[src/hw/ckpt_settings.svh]
// Widths and counts for the checkpoint store
// FIFO depth must equal 2**CKPT_FIFO_PTR_WIDTH, pointers wrap naturally
`ifndef CKPT_SETTINGS_SVH
`define CKPT_SETTINGS_SVH

// Physical register index
`define CKPT_PRF_WIDTH 6

// Speculative group tag
`define CKPT_FGR_WIDTH 4

// Banks and per-bank capacity
`define CKPT_BANK_COUNT 4
`define CKPT_FIFO_DEPTH 4
`define CKPT_FIFO_PTR_WIDTH 2

`endif

[src/hw/ckpt_pkg.sv]
// Types shared by the checkpoint store
// Widths come from ckpt_settings.svh
`include "ckpt_settings.svh"

package ckpt_pkg;

    typedef logic [`CKPT_PRF_WIDTH-1:0] prf_t;
    typedef logic [`CKPT_FGR_WIDTH-1:0] fgr_t;
    typedef logic [`CKPT_BANK_COUNT-1:0] bank_mask_t;

    typedef enum logic [1:0] {
        BANK_IDLE,
        BANK_ACTIVE,
        BANK_ABANDONED
    } bank_state_t;

    typedef struct packed {
        fgr_t fgr;
        prf_t prf;
    } acquire_t;

    // Write may arrive together with commit or abandon of the same bank
    typedef struct packed {
        logic write;
        logic commit;
        logic abandon;
    } bank_cmd_t;

    typedef struct packed {
        bank_state_t state;
        fgr_t        fgr;
        logic        full;
        logic        empty;
        prf_t        head;
    } bank_status_t;

endpackage

[src/hw/ckpt_alloc_ctrl.sv]
// Bank selection for acquired PRFs and per-bank commit/abandon decode
// Assumes an FGR is held by at most one active bank at a time
`timescale 1ns/1ps
`include "ckpt_settings.svh"

module ckpt_alloc_ctrl (
    // Acquire request
    input  logic                   i_acquire_valid,
    input  ckpt_pkg::acquire_t     i_acquire,

    // Group resolution strobes
    input  logic                   i_commit_valid,
    input  ckpt_pkg::fgr_t         i_commit_fgr,
    input  logic                   i_abandon_valid,
    input  ckpt_pkg::fgr_t         i_abandon_fgr,

    // Bank side
    input  ckpt_pkg::bank_status_t i_status [`CKPT_BANK_COUNT],
    output ckpt_pkg::bank_cmd_t    o_cmd [`CKPT_BANK_COUNT],
    output logic                   o_acquire_ready
);
    import ckpt_pkg::*;

    bank_mask_t active;
    bank_mask_t idle;
    bank_mask_t acq_match;
    bank_mask_t commit_match;
    bank_mask_t abandon_match;
    bank_mask_t not_full;

    // Banks allowed to take this PRF, then the single winner
    bank_mask_t candidate;
    bank_mask_t write_sel;
    logic       carry;

    always_comb begin
        for (int i = 0; i < `CKPT_BANK_COUNT; i++) begin
            active[i]        = (i_status[i].state == BANK_ACTIVE);
            idle[i]          = (i_status[i].state == BANK_IDLE);
            not_full[i]      = ~i_status[i].full;
            acq_match[i]     = active[i] & (i_status[i].fgr == i_acquire.fgr);
            commit_match[i]  = active[i] & (i_status[i].fgr == i_commit_fgr);
            abandon_match[i] = active[i] & (i_status[i].fgr == i_abandon_fgr);
        end
    end

    // Existing group first, a full match stalls rather than opening a new bank
    always_comb begin
        if (|acq_match) begin
            candidate = acq_match & not_full;
        end else begin
            candidate = idle;
        end
    end

    // Lowest-index pick
    always_comb begin
        carry = 1'b0;
        for (int i = 0; i < `CKPT_BANK_COUNT; i++) begin
            write_sel[i] = candidate[i] & ~carry;
            carry        = carry | candidate[i];
        end
    end

    assign o_acquire_ready = i_acquire_valid & (|candidate);

    always_comb begin
        for (int i = 0; i < `CKPT_BANK_COUNT; i++) begin
            o_cmd[i].write   = i_acquire_valid & write_sel[i];
            o_cmd[i].commit  = i_commit_valid & commit_match[i];
            o_cmd[i].abandon = i_abandon_valid & abandon_match[i];
        end
    end

endmodule

[src/hw/ckpt_bank.sv]
// One checkpoint bank, commands are pre-qualified by the allocation controller
// Head is only meaningful while the bank is not empty
`timescale 1ns/1ps
`include "ckpt_settings.svh"

module ckpt_bank (
    input  logic                   clk,
    input  logic                   i_rst,

    // Decoded command for this bank
    input  ckpt_pkg::bank_cmd_t    i_cmd,
    input  ckpt_pkg::acquire_t     i_acquire,

    // Drain side
    input  logic                   i_pop,
    output ckpt_pkg::bank_status_t o_status
);
    import ckpt_pkg::*;

    typedef logic [`CKPT_FIFO_PTR_WIDTH-1:0] ptr_t;
    typedef logic [`CKPT_FIFO_PTR_WIDTH:0]   count_t;

    bank_state_t state_q;
    bank_state_t state_d;
    fgr_t        fgr_q;

    // PRF storage
    prf_t        fifo_mem [`CKPT_FIFO_DEPTH];
    ptr_t        rd_ptr_q;
    ptr_t        wr_ptr_q;
    count_t      count_q;

    logic        fifo_push;
    logic        fifo_pop;
    logic        fifo_clear;
    logic        fifo_full;
    logic        fifo_empty;

    assign fifo_full  = (count_q == count_t'(`CKPT_FIFO_DEPTH));
    assign fifo_empty = (count_q == '0);

    // Controller never writes a full bank
    assign fifo_push  = i_cmd.write;
    assign fifo_pop   = i_pop & ~fifo_empty;

    // A commit also drops any PRF written in the same cycle
    assign fifo_clear = i_cmd.commit;

    // Commit and abandon only arrive while active
    always_comb begin
        state_d = state_q;
        if (i_cmd.commit) begin
            state_d = BANK_IDLE;
        end else if (i_cmd.abandon) begin
            state_d = BANK_ABANDONED;
        end else begin
            case (state_q)
                BANK_IDLE: begin
                    if (i_cmd.write) begin
                        state_d = BANK_ACTIVE;
                    end
                end
                BANK_ACTIVE: begin
                    state_d = BANK_ACTIVE;
                end
                BANK_ABANDONED: begin
                    // Drain finished, slot is free again
                    if (fifo_empty) begin
                        state_d = BANK_IDLE;
                    end
                end
                default: begin
                    state_d = BANK_IDLE;
                end
            endcase
        end
    end

    always_ff @(posedge clk) begin
        if (i_rst) begin
            state_q  <= BANK_IDLE;
            rd_ptr_q <= '0;
            wr_ptr_q <= '0;
            count_q  <= '0;
        end else begin
            state_q <= state_d;
            if (fifo_clear) begin
                rd_ptr_q <= '0;
                wr_ptr_q <= '0;
                count_q  <= '0;
            end else begin
                if (fifo_push) begin
                    wr_ptr_q <= wr_ptr_q + 1'b1;
                end
                if (fifo_pop) begin
                    rd_ptr_q <= rd_ptr_q + 1'b1;
                end
                count_q <= count_q + count_t'(fifo_push) - count_t'(fifo_pop);
            end
        end
    end

    // Tag is rewritten with the same value on later writes of the group
    always_ff @(posedge clk) begin
        if (i_cmd.write) begin
            fgr_q <= i_acquire.fgr;
        end
    end

    always_ff @(posedge clk) begin
        if (fifo_push) begin
            fifo_mem[wr_ptr_q] <= i_acquire.prf;
        end
    end

    always_comb begin
        o_status.state = state_q;
        o_status.fgr   = fgr_q;
        o_status.full  = fifo_full;
        o_status.empty = fifo_empty;
        o_status.head  = fifo_mem[rd_ptr_q];
    end

endmodule

[src/hw/ckpt_release_arbiter.sv]
// Fixed-priority drain, lower bank index wins
// Release PRF is zero while nothing is granted
`timescale 1ns/1ps
`include "ckpt_settings.svh"

module ckpt_release_arbiter (
    input  ckpt_pkg::bank_status_t i_status [`CKPT_BANK_COUNT],

    // Release handshake
    input  logic                   i_release_ready,
    output logic                   o_release_valid,
    output ckpt_pkg::prf_t         o_release_prf,

    // Per-bank pop
    output ckpt_pkg::bank_mask_t   o_pop
);
    import ckpt_pkg::*;

    bank_mask_t draining;
    bank_mask_t grant;
    logic       carry;
    prf_t       merged_prf;

    always_comb begin
        for (int i = 0; i < `CKPT_BANK_COUNT; i++) begin
            draining[i] = (i_status[i].state == BANK_ABANDONED) & ~i_status[i].empty;
        end
    end

    always_comb begin
        carry = 1'b0;
        for (int i = 0; i < `CKPT_BANK_COUNT; i++) begin
            grant[i] = draining[i] & ~carry;
            carry    = carry | draining[i];
        end
    end

    // Masked heads OR together, only the granted one survives
    always_comb begin
        merged_prf = '0;
        for (int i = 0; i < `CKPT_BANK_COUNT; i++) begin
            merged_prf = merged_prf | ({`CKPT_PRF_WIDTH{grant[i]}} & i_status[i].head);
        end
    end

    assign o_release_valid = |grant;
    assign o_release_prf   = merged_prf;
    assign o_pop           = grant & {`CKPT_BANK_COUNT{i_release_ready}};

endmodule

[src/hw/freelist_checkpoint.sv]
// Free list checkpoint store, FGR-keyed, drains abandoned groups in acquire order
// Same-cycle commit and abandon of one FGR is undefined
`timescale 1ns/1ps
`include "ckpt_settings.svh"

module freelist_checkpoint (
    input  logic               clk,
    input  logic               i_rst,

    // PRFs acquired by in-flight groups
    input  logic               i_acquire_valid,
    input  ckpt_pkg::acquire_t i_acquire,
    output logic               o_acquire_ready,

    // Group commit
    input  logic               i_commit_valid,
    input  ckpt_pkg::fgr_t     i_commit_fgr,

    // Group abandon
    input  logic               i_abandon_valid,
    input  ckpt_pkg::fgr_t     i_abandon_fgr,

    // PRFs handed back to the free list
    output logic               o_release_valid,
    output ckpt_pkg::prf_t     o_release_prf,
    input  logic               i_release_ready
);
    import ckpt_pkg::*;

    bank_cmd_t    bank_cmd    [`CKPT_BANK_COUNT];
    bank_status_t bank_status [`CKPT_BANK_COUNT];
    bank_mask_t   bank_pop;

    ckpt_alloc_ctrl ckpt_alloc_ctrl_i (
        .i_acquire_valid (i_acquire_valid),
        .i_acquire       (i_acquire),
        .i_commit_valid  (i_commit_valid),
        .i_commit_fgr    (i_commit_fgr),
        .i_abandon_valid (i_abandon_valid),
        .i_abandon_fgr   (i_abandon_fgr),
        .i_status        (bank_status),
        .o_cmd           (bank_cmd),
        .o_acquire_ready (o_acquire_ready)
    );

    // Identical banks, bank index sets drain priority
    for (genvar i = 0; i < `CKPT_BANK_COUNT; i++) begin : g_bank
        ckpt_bank ckpt_bank_i (
            .clk       (clk),
            .i_rst     (i_rst),
            .i_cmd     (bank_cmd[i]),
            .i_acquire (i_acquire),
            .i_pop     (bank_pop[i]),
            .o_status  (bank_status[i])
        );
    end

    ckpt_release_arbiter ckpt_release_arbiter_i (
        .i_status        (bank_status),
        .i_release_ready (i_release_ready),
        .o_release_valid (o_release_valid),
        .o_release_prf   (o_release_prf),
        .o_pop           (bank_pop)
    );

endmodule

[config.mk]
export PLATFORM = sky130hd
export DESIGN_NAME = freelist_checkpoint
export DESIGN_NICKNAME = d
export VERILOG_FILES = /design/src/hw/ckpt_pkg.sv /design/src/hw/ckpt_alloc_ctrl.sv /design/src/hw/ckpt_bank.sv /design/src/hw/ckpt_release_arbiter.sv /design/src/hw/freelist_checkpoint.sv
export VERILOG_INCLUDE_DIRS = /design/src /design/src/hw
export SDC_FILE = /design/constraint.sdc
export NUM_CORES = 1
export LEC_CHECK = 0
export BUFFER_PORTS_ARGS = -buffer_cell sky130_fd_sc_hd__buf_2
export CORE_MARGIN = 2
export CORE_UTILIZATION = 55
export DETAILED_ROUTE_END_ITERATION = 10
export PLACE_DENSITY = 0.72
export SYNTH_ARGS = -nofsm -noshare
export SYNTH_HDL_FRONTEND = slang
export SYNTH_SLANG_ARGS = --single-unit
[constraint.sdc]
create_clock -name clk -period 4.93 [get_ports clk]
set_clock_uncertainty 0.15 [all_clocks]
set_input_delay 0.986 -clock clk [delete_from_list [all_inputs] [get_ports clk]]
set_output_delay 0.986 -clock clk [all_outputs]
set_load 0.02 [all_outputs]
==> impl_metrics.env <==
export IMPL_synthTopCellsByArea="edfxtp_1 47%, dfxtp_1 12%, mux4_2 7.6%, xor2_1 5.1%, ha_1 4.2%"
export IMPL_cts_path_max_buffers=2
export IMPL_drc_errors=0
export IMPL_worstMarginPinSlew_ps=920.5
export IMPL_die_area_um2=13820
export IMPL_synthCells=509
export IMPL_post_route_period_util=0.7368
export IMPL_yosys_warnings=0
export IMPL_grt_usage=0.2138
export IMPL_status="complete, no violations"
export IMPL_area_growth_pct=11.85
export IMPL_num_antenna_cells=0
export IMPL_htree_levels=4
export IMPL_hold_start="g_bank[2].ckpt_bank_i.state_q[1]$_SDFFE_PP0P_"
export IMPL_grt_max_degree=18
export IMPL_io_buffer_count=31
export IMPL_p_per_area_nw_per_um2=349.4
export IMPL_drt_total_wl_um=13780
export IMPL_die_x_um=117.6
export IMPL_place_gp_congestion=0.8735
export IMPL_final_hold_violation_count=0
export IMPL_r2r_cells=9
export IMPL_drv_slew=0
export IMPL_numCtsBuffers=17
export IMPL_wire_per_inst_um=18.78
export IMPL_hp_class="flop to flop"
export IMPL_arrival_ps=2500
export IMPL_rrSetupSlack_ps=1820
export IMPL_antenna_found_initial=0
export IMPL_rows=41
export IMPL_max_cap_violations=0
export IMPL_worstSetupEndpointType="output pin"
export IMPL_fin_util=0.6288
export IMPL_worstPathRequired_ps=3790
export IMPL_fillCellCount=951
export IMPL_ioPinCount=32
export IMPL_finalNetCount=602
export IMPL_rsz0062_at_grt="no"
export IMPL_cts_tree="built"
export IMPL_max_freq_mhz=275.3
export IMPL_reg2reg_to="g_bank[3].ckpt_bank_i.count_q[1]$_SDFF_PP0_"
export IMPL_synth_nets=561
export IMPL_min_to="g_bank[2].ckpt_bank_i.state_q[0]$_SDFFE_PP0P_"
export IMPL_final_area_um2=7935
export IMPL_synth_area_leader_cell="edfxtp_1"
export IMPL_grt_ovfl_total=0
export IMPL_core_area_um2=12620
export IMPL_ant_nets=0
export IMPL_yosysTopAreaCellShare=0.4741
export IMPL_hold_depth=1
export IMPL_post_layout_nonfiller_instances=734
export IMPL_ys_ff_latch=156
export IMPL_grt_pass1_wl_um=22450
export IMPL_cts_resized=0
export IMPL_dp_cells=703
export IMPL_ir_worst_vdd_mv=0.1771
export IMPL_place_area_um2=7423
export IMPL_fin_tns_setup_ps=0
export IMPL_grt_pass1_vias=4247
export IMPL_first_pass_iters=4
export IMPL_crit_path_max_fanout=8
export IMPL_start_util=0.5622
export IMPL_drive_gt1_frac=0.1957
export IMPL_holdBufCountCts=0
export IMPL_cts_sinks=156
export IMPL_post_cts_setup_buffers=0
export IMPL_clock_latency_ps=420
export IMPL_path_class="primary input to output pin"
export IMPL_period_needed_ps=3633
export IMPL_postSynthAreaPerCell_um2=13.94
export IMPL_dpl_hpwl_um=10000
export IMPL_path_clk_slew_ps=60
export IMPL_viasPerCell=5.484
export IMPL_synth_seq_area_share=0.5982
export IMPL_setup_viol=0
export IMPL_cts_root_buf="clkbuf_16"
export IMPL_slew_headroom=0.3786
export IMPL_routed_via_count=4025
export IMPL_r2r_start="g_bank[3].ckpt_bank_i.fgr_q[2]$_DFFE_PP_"
export IMPL_cp_start_kind="primary input"
export IMPL_p_leak_nw=2.819
export IMPL_drt_iter0_markers=269
export IMPL_synth_cell_type_count=50
export IMPL_netlist_area_um2=7094
export IMPL_die_h_um=117.6
## Yosys cell counts (all sizes together)
cell type,count
o21ai,9
o311ai,1
o211ai,6
and2,8
a211o,2
xnor2,23
nor4b,1
nand4,1
a211oi,3
a21o,5
ha,24
fa,4
and3,20
a21oi,27
and4,1
buf,3
dfxtp,44
nand3,13
nand2,23
mux4,24
nor3b,4
and3b,1
and4bb,1
and2b,1
nor4,3
nor3,15
o22ai,2
clkbuf,8
edfxtp,112
inv,26
a41oi,3
nor2b,2
a2111oi,2
xor2,41
a31oi,1
a41o,4
or2,1
nor2,40
## per-stage QoR
step / setup WS (ps) / total power, mW / hold WS (ps)
CTS: 1301 / 2.788 / 346.0
global placement: 1211 / 1.661 / 316.2
floorplan: 1421 / 1.603 / 292.9
detailed placement: 1090 / 1.670 / 339.0
global route: 1147 / 2.866 / 364.3
finish: 1297 / 2.773 / 343.6
## kinds of logic after synthesis
family | Yosys count | share of synthesized area
compound gates | 65 | 0.06738
xor+xnor | 64 | 0.07901
fa+ha+maj | 28 | 0.05362
buf+inv | 37 | 0.02169
flops | 156 | 0.5982
mux | 24 | 0.07619
simple gates | 135 | 0.1039
## where the power goes
part           internal, mW  leakage (nW)  switching [mW]
combinational        0.0689          1.21           0.111
clock                 0.636         0.239           0.496
sequential             1.44          1.37          0.0218
## registers in the layout (all words and copies together) (netlist names), named ones only
| name | cells |
|---|---|
| g_bank.ckpt_bank_i.fgr_q | 16 |
| g_bank.ckpt_bank_i.fifo_mem | 96 |
| g_bank.ckpt_bank_i.count_q | 12 |
| g_bank.ckpt_bank_i.rd_ptr_q | 8 |
| g_bank.ckpt_bank_i.wr_ptr_q | 8 |
| g_bank.ckpt_bank_i.state_q | 8 |
## metal layers
metal | GRT usage | wire, um | vias to the layer above
li1 | - | - | 1958
met1 | 0.2696 | 6020 | 1968
met2 | 0.3681 | 7117 | 82
met3 | 0.04215 | 437 | 17
met4 | 0.07982 | 205 | 0
met5 | 0 | 0 | -
## cell type report
type,instances,area [um^2],area share
flip-flops and latches,156,4244,0.5348
multi-input cells,316,2696,0.3398
clock buffers,20,436.7,0.05503
well taps,172,215.2,0.02712
repair buffers,33,170.2,0.02144
inverters,26,97.59,0.01230
clock inverters,11,75.07,0.009461
## worst max path at each step
stage | start | endpoint | slack (ps)
3_5_place_dp | i_acquire[8] | g_bank[3].ckpt_bank_i.count_q[1]$_SDFF_PP0_ | 1090
2_1_floorplan | i_acquire[8] | g_bank[1].ckpt_bank_i.count_q[2]$_SDFF_PP0_ | 1420
5_1_grt | i_acquire[9] | o_acquire_ready | 1150
3_3_place_gp | i_acquire[8] | g_bank[2].ckpt_bank_i.count_q[1]$_SDFF_PP0_ | 1210
6_report | i_acquire[8] | o_acquire_ready | 1300
4_1_cts | i_acquire[8] | o_acquire_ready | 1300
## cell usage in the layout, fill, tap and decap left out, types with 4 or more instances in the layout
cell type,instances
a21oi_1,22
a21oi_2,4
a41o_1,4
and2_1,8
and3_1,20
buf_2,31
clkbuf_16,17
clkinvlp_4,4
dfxtp_1,44
edfxtp_1,112
fa_1,4
ha_1,24
inv_1,26
mux4_2,24
nand2_1,23
nand3_1,11
nor2_1,40
nor3_1,13
o211ai_1,6
o21ai_1,8
xnor2_1,23
xor2_1,41
## worst max-delay path, stage by stage
cell and delay (ps):
buf_2 170, xor2_1 160, nor3_1 170, nand3_1 160
o22ai_1 380, a211oi_1 90, a21oi_1 190, buf_2 190
No activity file was read; power rests on OpenSTA's default activity.
